**src/ntm_gate_pkg.sv**
```systemverilog
// Shared fixed-point types and constants for the NTM output gate datapath
// Imported by every module that handles terms, sums or gate values

package ntm_gate_pkg;

  //////////////////////////////////////////////////////////////////////
  // Fixed-point types
  //////////////////////////////////////////////////////////////////////

  // Q8.8 signed value
  // Used for weights, operands, bias and gate output
  typedef logic signed [15:0] data_t;

  // Wide accumulator, still scaled as Q8.8
  // Headroom for long rows and for the three-way gate sum
  typedef logic signed [31:0] acc_t;

  //////////////////////////////////////////////////////////////////////
  // Term stream
  //////////////////////////////////////////////////////////////////////

  // One multiply-accumulate term
  // last marks the final term of a row
  typedef struct packed {
    data_t weight;
    data_t operand;
    logic  last;
  } mac_term_t;

  //////////////////////////////////////////////////////////////////////
  // Hard sigmoid constants
  //////////////////////////////////////////////////////////////////////

  // Upper clamp, 1.0 in Q8.8
  localparam data_t GATE_ONE = 16'h0100;

  // Offset added after the slope, 0.5 in Q8.8
  localparam data_t GATE_HALF = 16'h0080;

endpackage

```
**src/ntm_mac_row.sv**
```systemverilog
// Multiply-accumulate engine for one matrix-vector row in Q8.8
// Emits the row sum one cycle after the term flagged as last

`timescale 1ns/1ps

module ntm_mac_row (
  input  logic                     CLK,
  input  logic                     RST,
  input  logic                     start,
  input  logic                     term_enable,
  input  ntm_gate_pkg::mac_term_t  term,
  output logic                     row_sum_enable,
  output ntm_gate_pkg::acc_t       row_sum
);

  import ntm_gate_pkg::*;

  //////////////////////////////////////////////////////////////////////
  // Product and rescale
  //////////////////////////////////////////////////////////////////////

  // Full Q16.16 product of two Q8.8 values
  logic signed [31:0] product;
  // Product brought back to Q8.8
  acc_t term_scaled;
  // Running sum including the current term
  acc_t acc_next;
  // Partial sum of the row being received
  acc_t acc;

  assign product     = $signed(term.weight) * $signed(term.operand);
  // Arithmetic shift keeps the sign of negative products
  assign term_scaled = product >>> 8;
  assign acc_next    = acc + term_scaled;

  //////////////////////////////////////////////////////////////////////
  // Accumulator and row sum strobe
  //////////////////////////////////////////////////////////////////////

  always_ff @(posedge CLK or posedge RST) begin
    if (RST) begin
      acc            <= '0;
      row_sum_enable <= 1'b0;
    end else begin
      row_sum_enable <= 1'b0;
      if (start) begin
        // New gate vector drops any partial row
        acc <= '0;
      end else if (term_enable) begin
        if (term.last) begin
          // Row done, next term starts from zero
          acc            <= '0;
          row_sum_enable <= 1'b1;
        end else begin
          acc <= acc_next;
        end
      end
    end
  end

  // Finished total, only meaningful with row_sum_enable
  always_ff @(posedge CLK) begin
    if (!start && term_enable && term.last) begin
      row_sum <= acc_next;
    end
  end

  //////////////////////////////////////////////////////////////////////
  // Checks
  //////////////////////////////////////////////////////////////////////

  // Term strobe must be driven once out of reset
  a_term_enable_known : assert property (
    @(posedge CLK) disable iff (RST) !$isunknown(term_enable)
  );

endmodule

```
**src/ntm_sum_queue.sv**
```systemverilog
// Small circular FIFO for row sums or biases waiting on the combiner
// Payload type is a parameter, head entry is visible without a pop

`timescale 1ns/1ps

module ntm_sum_queue #(
  parameter type T           = logic [31:0],
  parameter int  QUEUE_DEPTH = 4
) (
  input  logic CLK,
  input  logic RST,
  input  logic push,
  input  T     push_data,
  input  logic pop,
  output T     pop_data,
  output logic not_empty
);

  // Pointer and occupancy widths
  localparam int PTR_W = (QUEUE_DEPTH > 1) ? $clog2(QUEUE_DEPTH) : 1;
  localparam int CNT_W = $clog2(QUEUE_DEPTH + 1);

  //////////////////////////////////////////////////////////////////////
  // Storage and pointers
  //////////////////////////////////////////////////////////////////////

  T               mem [QUEUE_DEPTH];
  logic [PTR_W-1:0] wr_ptr;
  logic [PTR_W-1:0] rd_ptr;
  logic [CNT_W-1:0] count;
  logic             full;

  assign not_empty = (count != '0);
  assign full      = (count == CNT_W'(QUEUE_DEPTH));
  // Head of queue shown combinationally
  assign pop_data  = mem[rd_ptr];

  // Entry write
  always_ff @(posedge CLK) begin
    if (push) begin
      mem[wr_ptr] <= push_data;
    end
  end

  // Pointers wrap at the depth, which need not be a power of two
  always_ff @(posedge CLK or posedge RST) begin
    if (RST) begin
      wr_ptr <= '0;
      rd_ptr <= '0;
      count  <= '0;
    end else begin
      if (push) begin
        wr_ptr <= (wr_ptr == PTR_W'(QUEUE_DEPTH - 1)) ? '0 : wr_ptr + 1'b1;
      end
      if (pop) begin
        rd_ptr <= (rd_ptr == PTR_W'(QUEUE_DEPTH - 1)) ? '0 : rd_ptr + 1'b1;
      end
      // Simultaneous push and pop leaves the count alone
      if (push && !pop) begin
        count <= count + 1'b1;
      end else if (pop && !push) begin
        count <= count - 1'b1;
      end
    end
  end

  //////////////////////////////////////////////////////////////////////
  // Checks
  //////////////////////////////////////////////////////////////////////

  // No back-pressure upstream, a full queue must be draining
  a_no_overflow : assert property (
    @(posedge CLK) disable iff (RST) push |-> (!full || pop)
  );

  a_no_underflow : assert property (
    @(posedge CLK) disable iff (RST) pop |-> not_empty
  );

endmodule

```
**src/ntm_gate_combiner.sv**
```systemverilog
// Joins feed-forward sum, recurrent sum and bias per row into one gate value
// Applies the hard sigmoid and flags the last row of the vector with ready

`timescale 1ns/1ps

module ntm_gate_combiner #(
  parameter int L_SIZE      = 4,
  parameter int QUEUE_DEPTH = 4
) (
  input  logic                CLK,
  input  logic                RST,
  input  logic                start,
  input  logic                ff_sum_enable,
  input  ntm_gate_pkg::acc_t  ff_sum,
  input  logic                rec_sum_enable,
  input  ntm_gate_pkg::acc_t  rec_sum,
  input  logic                bias_enable,
  input  ntm_gate_pkg::data_t bias_in,
  output logic                o_out_enable,
  output ntm_gate_pkg::data_t o_out,
  output logic                ready
);

  import ntm_gate_pkg::*;

  localparam int ROW_W = (L_SIZE > 1) ? $clog2(L_SIZE) : 1;

  //////////////////////////////////////////////////////////////////////
  // Row queues
  //////////////////////////////////////////////////////////////////////

  acc_t  ff_head;
  acc_t  rec_head;
  data_t bias_head;
  logic  ff_not_empty;
  logic  rec_not_empty;
  logic  bias_not_empty;
  // All three parts of the same row are present
  logic  pop_all;

  assign pop_all = ff_not_empty && rec_not_empty && bias_not_empty;

  ntm_sum_queue #(.T(acc_t), .QUEUE_DEPTH(QUEUE_DEPTH)) u_ff_queue (
    .CLK       (CLK),
    .RST       (RST),
    .push      (ff_sum_enable),
    .push_data (ff_sum),
    .pop       (pop_all),
    .pop_data  (ff_head),
    .not_empty (ff_not_empty)
  );

  ntm_sum_queue #(.T(acc_t), .QUEUE_DEPTH(QUEUE_DEPTH)) u_rec_queue (
    .CLK       (CLK),
    .RST       (RST),
    .push      (rec_sum_enable),
    .push_data (rec_sum),
    .pop       (pop_all),
    .pop_data  (rec_head),
    .not_empty (rec_not_empty)
  );

  ntm_sum_queue #(.T(data_t), .QUEUE_DEPTH(QUEUE_DEPTH)) u_bias_queue (
    .CLK       (CLK),
    .RST       (RST),
    .push      (bias_enable),
    .push_data (bias_in),
    .pop       (pop_all),
    .pop_data  (bias_head),
    .not_empty (bias_not_empty)
  );

  //////////////////////////////////////////////////////////////////////
  // Hard sigmoid, y = s/4 + 0.5 clamped to [0, 1]
  //////////////////////////////////////////////////////////////////////

  acc_t  gate_sum;
  acc_t  gate_wide;
  data_t gate_value;

  // Bias sign-extended into the accumulator width
  assign gate_sum  = ff_head + rec_head + acc_t'(bias_head);
  assign gate_wide = (gate_sum >>> 2) + acc_t'(GATE_HALF);

  always_comb begin
    if (gate_wide < 0) begin
      gate_value = '0;
    end else if (gate_wide > acc_t'(GATE_ONE)) begin
      gate_value = GATE_ONE;
    end else begin
      gate_value = data_t'(gate_wide);
    end
  end

  //////////////////////////////////////////////////////////////////////
  // Output register and row counter
  //////////////////////////////////////////////////////////////////////

  logic [ROW_W-1:0] row_cnt;
  logic             last_row;

  assign last_row = (row_cnt == ROW_W'(L_SIZE - 1));

  always_ff @(posedge CLK or posedge RST) begin
    if (RST) begin
      o_out_enable <= 1'b0;
      o_out        <= '0;
      ready        <= 1'b0;
      row_cnt      <= '0;
    end else begin
      o_out_enable <= pop_all;
      ready        <= pop_all && last_row && !start;
      if (pop_all) begin
        o_out <= gate_value;
      end
      // start restarts the count, queued rows stay put
      if (start) begin
        row_cnt <= '0;
      end else if (pop_all) begin
        row_cnt <= last_row ? '0 : row_cnt + 1'b1;
      end
    end
  end

  // Clamp must hold on every presented gate
  a_gate_in_range : assert property (
    @(posedge CLK) disable iff (RST)
      o_out_enable |-> (!o_out[15] && (o_out <= GATE_ONE))
  );

endmodule

```
**src/ntm_output_gate.sv**
```systemverilog
// Top level of the NTM output gate, o = hard_sigmoid(W*x + U*h + b) per row
// Two term engines run side by side and feed one combiner

`timescale 1ns/1ps

module ntm_output_gate #(
  parameter int L_SIZE      = 4,
  parameter int QUEUE_DEPTH = 4
) (
  input  logic                     CLK,
  input  logic                     RST,
  input  logic                     start,
  input  logic                     ff_term_enable,
  input  ntm_gate_pkg::mac_term_t  ff_term,
  input  logic                     rec_term_enable,
  input  ntm_gate_pkg::mac_term_t  rec_term,
  input  logic                     bias_enable,
  input  ntm_gate_pkg::data_t      bias_in,
  output logic                     o_out_enable,
  output ntm_gate_pkg::data_t      o_out,
  output logic                     ready
);

  import ntm_gate_pkg::*;

  //////////////////////////////////////////////////////////////////////
  // Row sums between engines and combiner
  //////////////////////////////////////////////////////////////////////

  logic ff_sum_enable;
  acc_t ff_sum;
  logic rec_sum_enable;
  acc_t rec_sum;

  // Feed-forward terms W*x
  ntm_mac_row u_ff_row (
    .CLK            (CLK),
    .RST            (RST),
    .start          (start),
    .term_enable    (ff_term_enable),
    .term           (ff_term),
    .row_sum_enable (ff_sum_enable),
    .row_sum        (ff_sum)
  );

  // Recurrent terms U*h
  ntm_mac_row u_rec_row (
    .CLK            (CLK),
    .RST            (RST),
    .start          (start),
    .term_enable    (rec_term_enable),
    .term           (rec_term),
    .row_sum_enable (rec_sum_enable),
    .row_sum        (rec_sum)
  );

  // Row pairing, bias add, sigmoid and ready
  ntm_gate_combiner #(
    .L_SIZE      (L_SIZE),
    .QUEUE_DEPTH (QUEUE_DEPTH)
  ) u_combiner (
    .CLK            (CLK),
    .RST            (RST),
    .start          (start),
    .ff_sum_enable  (ff_sum_enable),
    .ff_sum         (ff_sum),
    .rec_sum_enable (rec_sum_enable),
    .rec_sum        (rec_sum),
    .bias_enable    (bias_enable),
    .bias_in        (bias_in),
    .o_out_enable   (o_out_enable),
    .o_out          (o_out),
    .ready          (ready)
  );

endmodule

```
**config.mk**
```make
export PLATFORM = sky130hd
export DESIGN_NAME = ntm_output_gate
export DESIGN_NICKNAME = d
export VERILOG_FILES = /design/src/ntm_gate_pkg.sv /design/src/ntm_mac_row.sv /design/src/ntm_sum_queue.sv /design/src/ntm_gate_combiner.sv /design/src/ntm_output_gate.sv
export SDC_FILE = /design/constraint.sdc
export NUM_CORES = 2
export LEC_CHECK = 0
export BUFFER_PORTS_ARGS = -buffer_cell sky130_fd_sc_hd__buf_2
export CELL_PAD_IN_SITES_DETAIL_PLACEMENT = 1
export CELL_PAD_IN_SITES_GLOBAL_PLACEMENT = 1
export CORE_AREA = 2 2 351 353
export CTS_BUF_LIST = sky130_fd_sc_hd__clkbuf_8
export CTS_CLUSTER_SIZE = 30
export DETAILED_ROUTE_END_ITERATION = 6
export DIE_AREA = 0 0 353 355
export GPL_ROUTABILITY_DRIVEN = 0
export GPL_TIMING_DRIVEN = 0
export PLACE_DENSITY = 0.69
export SYNTH_ARGS = -nofsm -noshare
export SYNTH_HDL_FRONTEND = slang
export SYNTH_SLANG_ARGS = --single-unit
```
**constraint.sdc**
```tcl
create_clock -name CLK -period 6.1 [get_ports CLK]
set_input_delay 0.61 -clock CLK [delete_from_list [all_inputs] [get_ports CLK]]
set_output_delay 0.61 -clock CLK [all_outputs]
set_load 0.01 [all_outputs]
```
==> metrics.yaml <==
outcome:
  outcome: "finished, violations left"
  failed_checks: "negative setup slack"
timing:
  setup_viol_count_final: 93
  timing.hold.ws_ns: 0.182
  max_slew_margin_pct: 9.33
  max_freq_mhz: 126
  rsz0062_at_grt: "true"
  hold_viol_final: 0
  fin_ws_ns: -1.82
  min_period_ns: 7.92
  slew_violations: 0
  worst_slew_pin_slew_ns: 1.36
  period_share_pct: 130
  fin_worst_skew_ns: 0.0573
drt:
  drt_iter0_markers: 1238
  viasPerCell: 4.97
  dr.pass1.iters: 5
  routedWlPerCell_um: 19.8
  routed_wl_mm: 112
  ant_nets: 0
  vias: 28100
  drc: 0
finish:
  fin_area_um2: 51000
  fill_cells: 13100
  final_layout_size_suffix_gt1_share_pct: 22.4
  area_growth_pct: 20.4
  layout.nets: 4888
  final_core_util_pct: 42.0
synth:
  syn_area_um2: 42400
  ys_seq_elements: 491
  avgSynthCellArea_um2: 11.7
  syn_nets: 4540
  ys_seq_area_share_pct: 33.5
  async_flop_share_pct: 21.8
  synth_edf_count: 384
  yosysMostFrequentCell: "inv_1"
  yosysWarningCount: 0
  synth_ff_type: "edfxtp_1"
  synth_commonest_cells: "inv_1 (606), fa_1 (558), edfxtp_1 (384), nand2_1 (320), ha_1 (278)"
  netlist.area_leader.share_pct: 27.2
  yosysTopAreaCell: "edfxtp_1"
  synth.distinct_cells: 85
  yosys-top-cells-area: "edfxtp_1 (27%), fa_1 (26%), ha_1 (8.2%)"
  synthCells: 3616
floorplan:
  die_w_um: 353
  core_area_um2: 121000
  start_util_pct: 34.9
  die_h_um: 355
  die_area_um2: 125000
  rows: 128
  io_pins: 106
placed_design:
  dpl_cell_area_um2: 45600
  dp_slack_ns: -3.32
  post-dp-hpwl_mm: 84.7
  io_buffers: 105
global_route:
  grt_overflow_total: 0
  antenna_found_initial: 5
  top_usage_layer: "met2"
  grt_pass1_wl_mm: 175
  grt_max_degree: 70
  track_usage_pct: 17.7
  grt_use_met1_pct: 23.7
  grt_pass1_vias: 31100
  gr-usage-met3_pct: 2.09
  use_met2_pct: 30.5
critical_path:
  cpMaxStageDelayCell: "fa_1"
  worstPathRequired_ns: 6.60
  cpPeakStageDelay_ns: 0.56
  path_class: "primary input to flip-flop"
  crit_path_start_kind: "primary input"
  crit_fanout: 6
  arrival_ns: 8.43
  worst_path_most_repeated_cell: "fa_1"
  cp-end-kind: "flip-flop"
cts:
  path_clk_slew_ns: 0.07
  root_buffer: "clkbuf_8"
  cts_tree: "built"
  cts_max_level: 3
  cts.sinks: 491
  cts.path.max_buffers: 3
  worstSkewPairLatency_ns: 0.67
  cts_buffers: 78
flow_run:
  cap_violations: 0
worst_hold_path:
  worstHoldPathType: "primary input to flip-flop"
[registers in the layout, summed over array words and instances, names as in the netlist, 3 cells and up]
signal	cells
u_ff_row.row_sum	32
u_combiner.u_rec_queue.mem	128
u_combiner.u_rec_queue.count	3
u_combiner.o_out	16
u_ff_row.acc	32
u_combiner.u_ff_queue.count	3
u_rec_row.acc	32
u_combiner.u_bias_queue.mem	64
u_rec_row.row_sum	32
u_combiner.u_ff_queue.mem	128
u_combiner.u_bias_queue.count	3
[timing repair]
action | in CTS | in global routing
pin swaps | 127 | 131
setup endpoints to repair | 110 | 111
gates resized for setup | 374 | 224
hold buffers | 1 | 0
hold endpoints to repair | 38 | 0
cloned | 5 | 1
buffers inserted | 107 | 58
[per-stage QoR]
stage	TNS, ns	cells
after global routing	-134.98	5654
final	-108.77	5654
after detailed placement	-220.81	5347
after floorplan	-93.01	3616
after global placement	-213.71	5346
after CTS	-93.51	5601
[path summary, 6_finish.rpt]
kind,cells past startpoint,endpoint,from,slack (ns)
setup / recovery,37,u_ff_row.acc[30],ff_term[6],-1.82
min in group asynchronous,3,u_rec_row.acc[23],RST,0.55
setup reg to reg,19,u_combiner.o_out[0],u_combiner.u_rec_queue.rd_ptr[0],0.33
hold reg to reg,1,u_combiner.o_out[11],u_combiner.o_out[11],0.48
hold / removal,1,u_combiner.u_bias_queue.mem[2][9],bias_in[9],0.18
max in group asynchronous,4,u_ff_row.acc[8],RST,4.74
[cell usage in the layout, fill, tap and decap left out, drive strengths merged, types with 40 or more instances in the layout]
| master | n |
|---|---|
| nor2 | 135 |
| ha | 278 |
| mux4 | 80 |
| and2 | 271 |
| xnor2 | 108 |
| dfrtp | 107 |
| nand2 | 320 |
| nor3 | 40 |
| a21oi | 100 |
| edfxtp | 384 |
| a21o | 53 |
| clkbuf | 166 |
| xor2 | 45 |
| a22o | 65 |
| buf | 294 |
| inv | 642 |
| o21ai | 66 |
| fa | 558 |
[logic make-up after synthesis]
kind of cell / Yosys count / share of synthesized area, %
flip-flops: 491 / 33.5
XOR/XNOR: 153 / 3.16
buffers and inverters: 713 / 6.35
AND/OR/NAND/NOR: 916 / 10.8
AO/OA/AOI/OAI: 420 / 7.11
adder cells (fa/ha/maj): 836 / 34.6
multiplexers: 87 / 4.43
[layer usage]
metal | share of wire (%) | vias to the layer above
li1 | - | 12700
met1 | 44 | 14700
met2 | 50 | 575
met3 | 4.0 | 148
met4 | 2.1 | 8
met5 | 0.038 | -
[final cells by class]
| class | count | area (um^2) | area share (%) |
|---|---|---|---|
| multi-input combinational | 2412 | 27400 | 53.6 |
| tap | 1625 | 2030 | 3.99 |
| clock inverter | 57 | 388 | 0.760 |
| clock buffer | 87 | 1200 | 2.35 |
| timing repair buffer | 272 | 2220 | 4.35 |
| buffer | 102 | 1310 | 2.58 |
| sequential | 491 | 14200 | 27.9 |
| inverter | 607 | 2290 | 4.48 |
| antenna | 1 | 2.50 | 0.00491 |
[critical path: cells and delay by family]
kind	cells	cell delay, ns
compound gates	15	3.21
xor+xnor	1	0.10
fa+ha+maj	8	3.22
buf+inv	7	0.57
simple gates	6	0.68
Power is left out: the tool's default activity adds up to more than one toggle a clock period on the data nets, which glitch-free logic cannot reach.
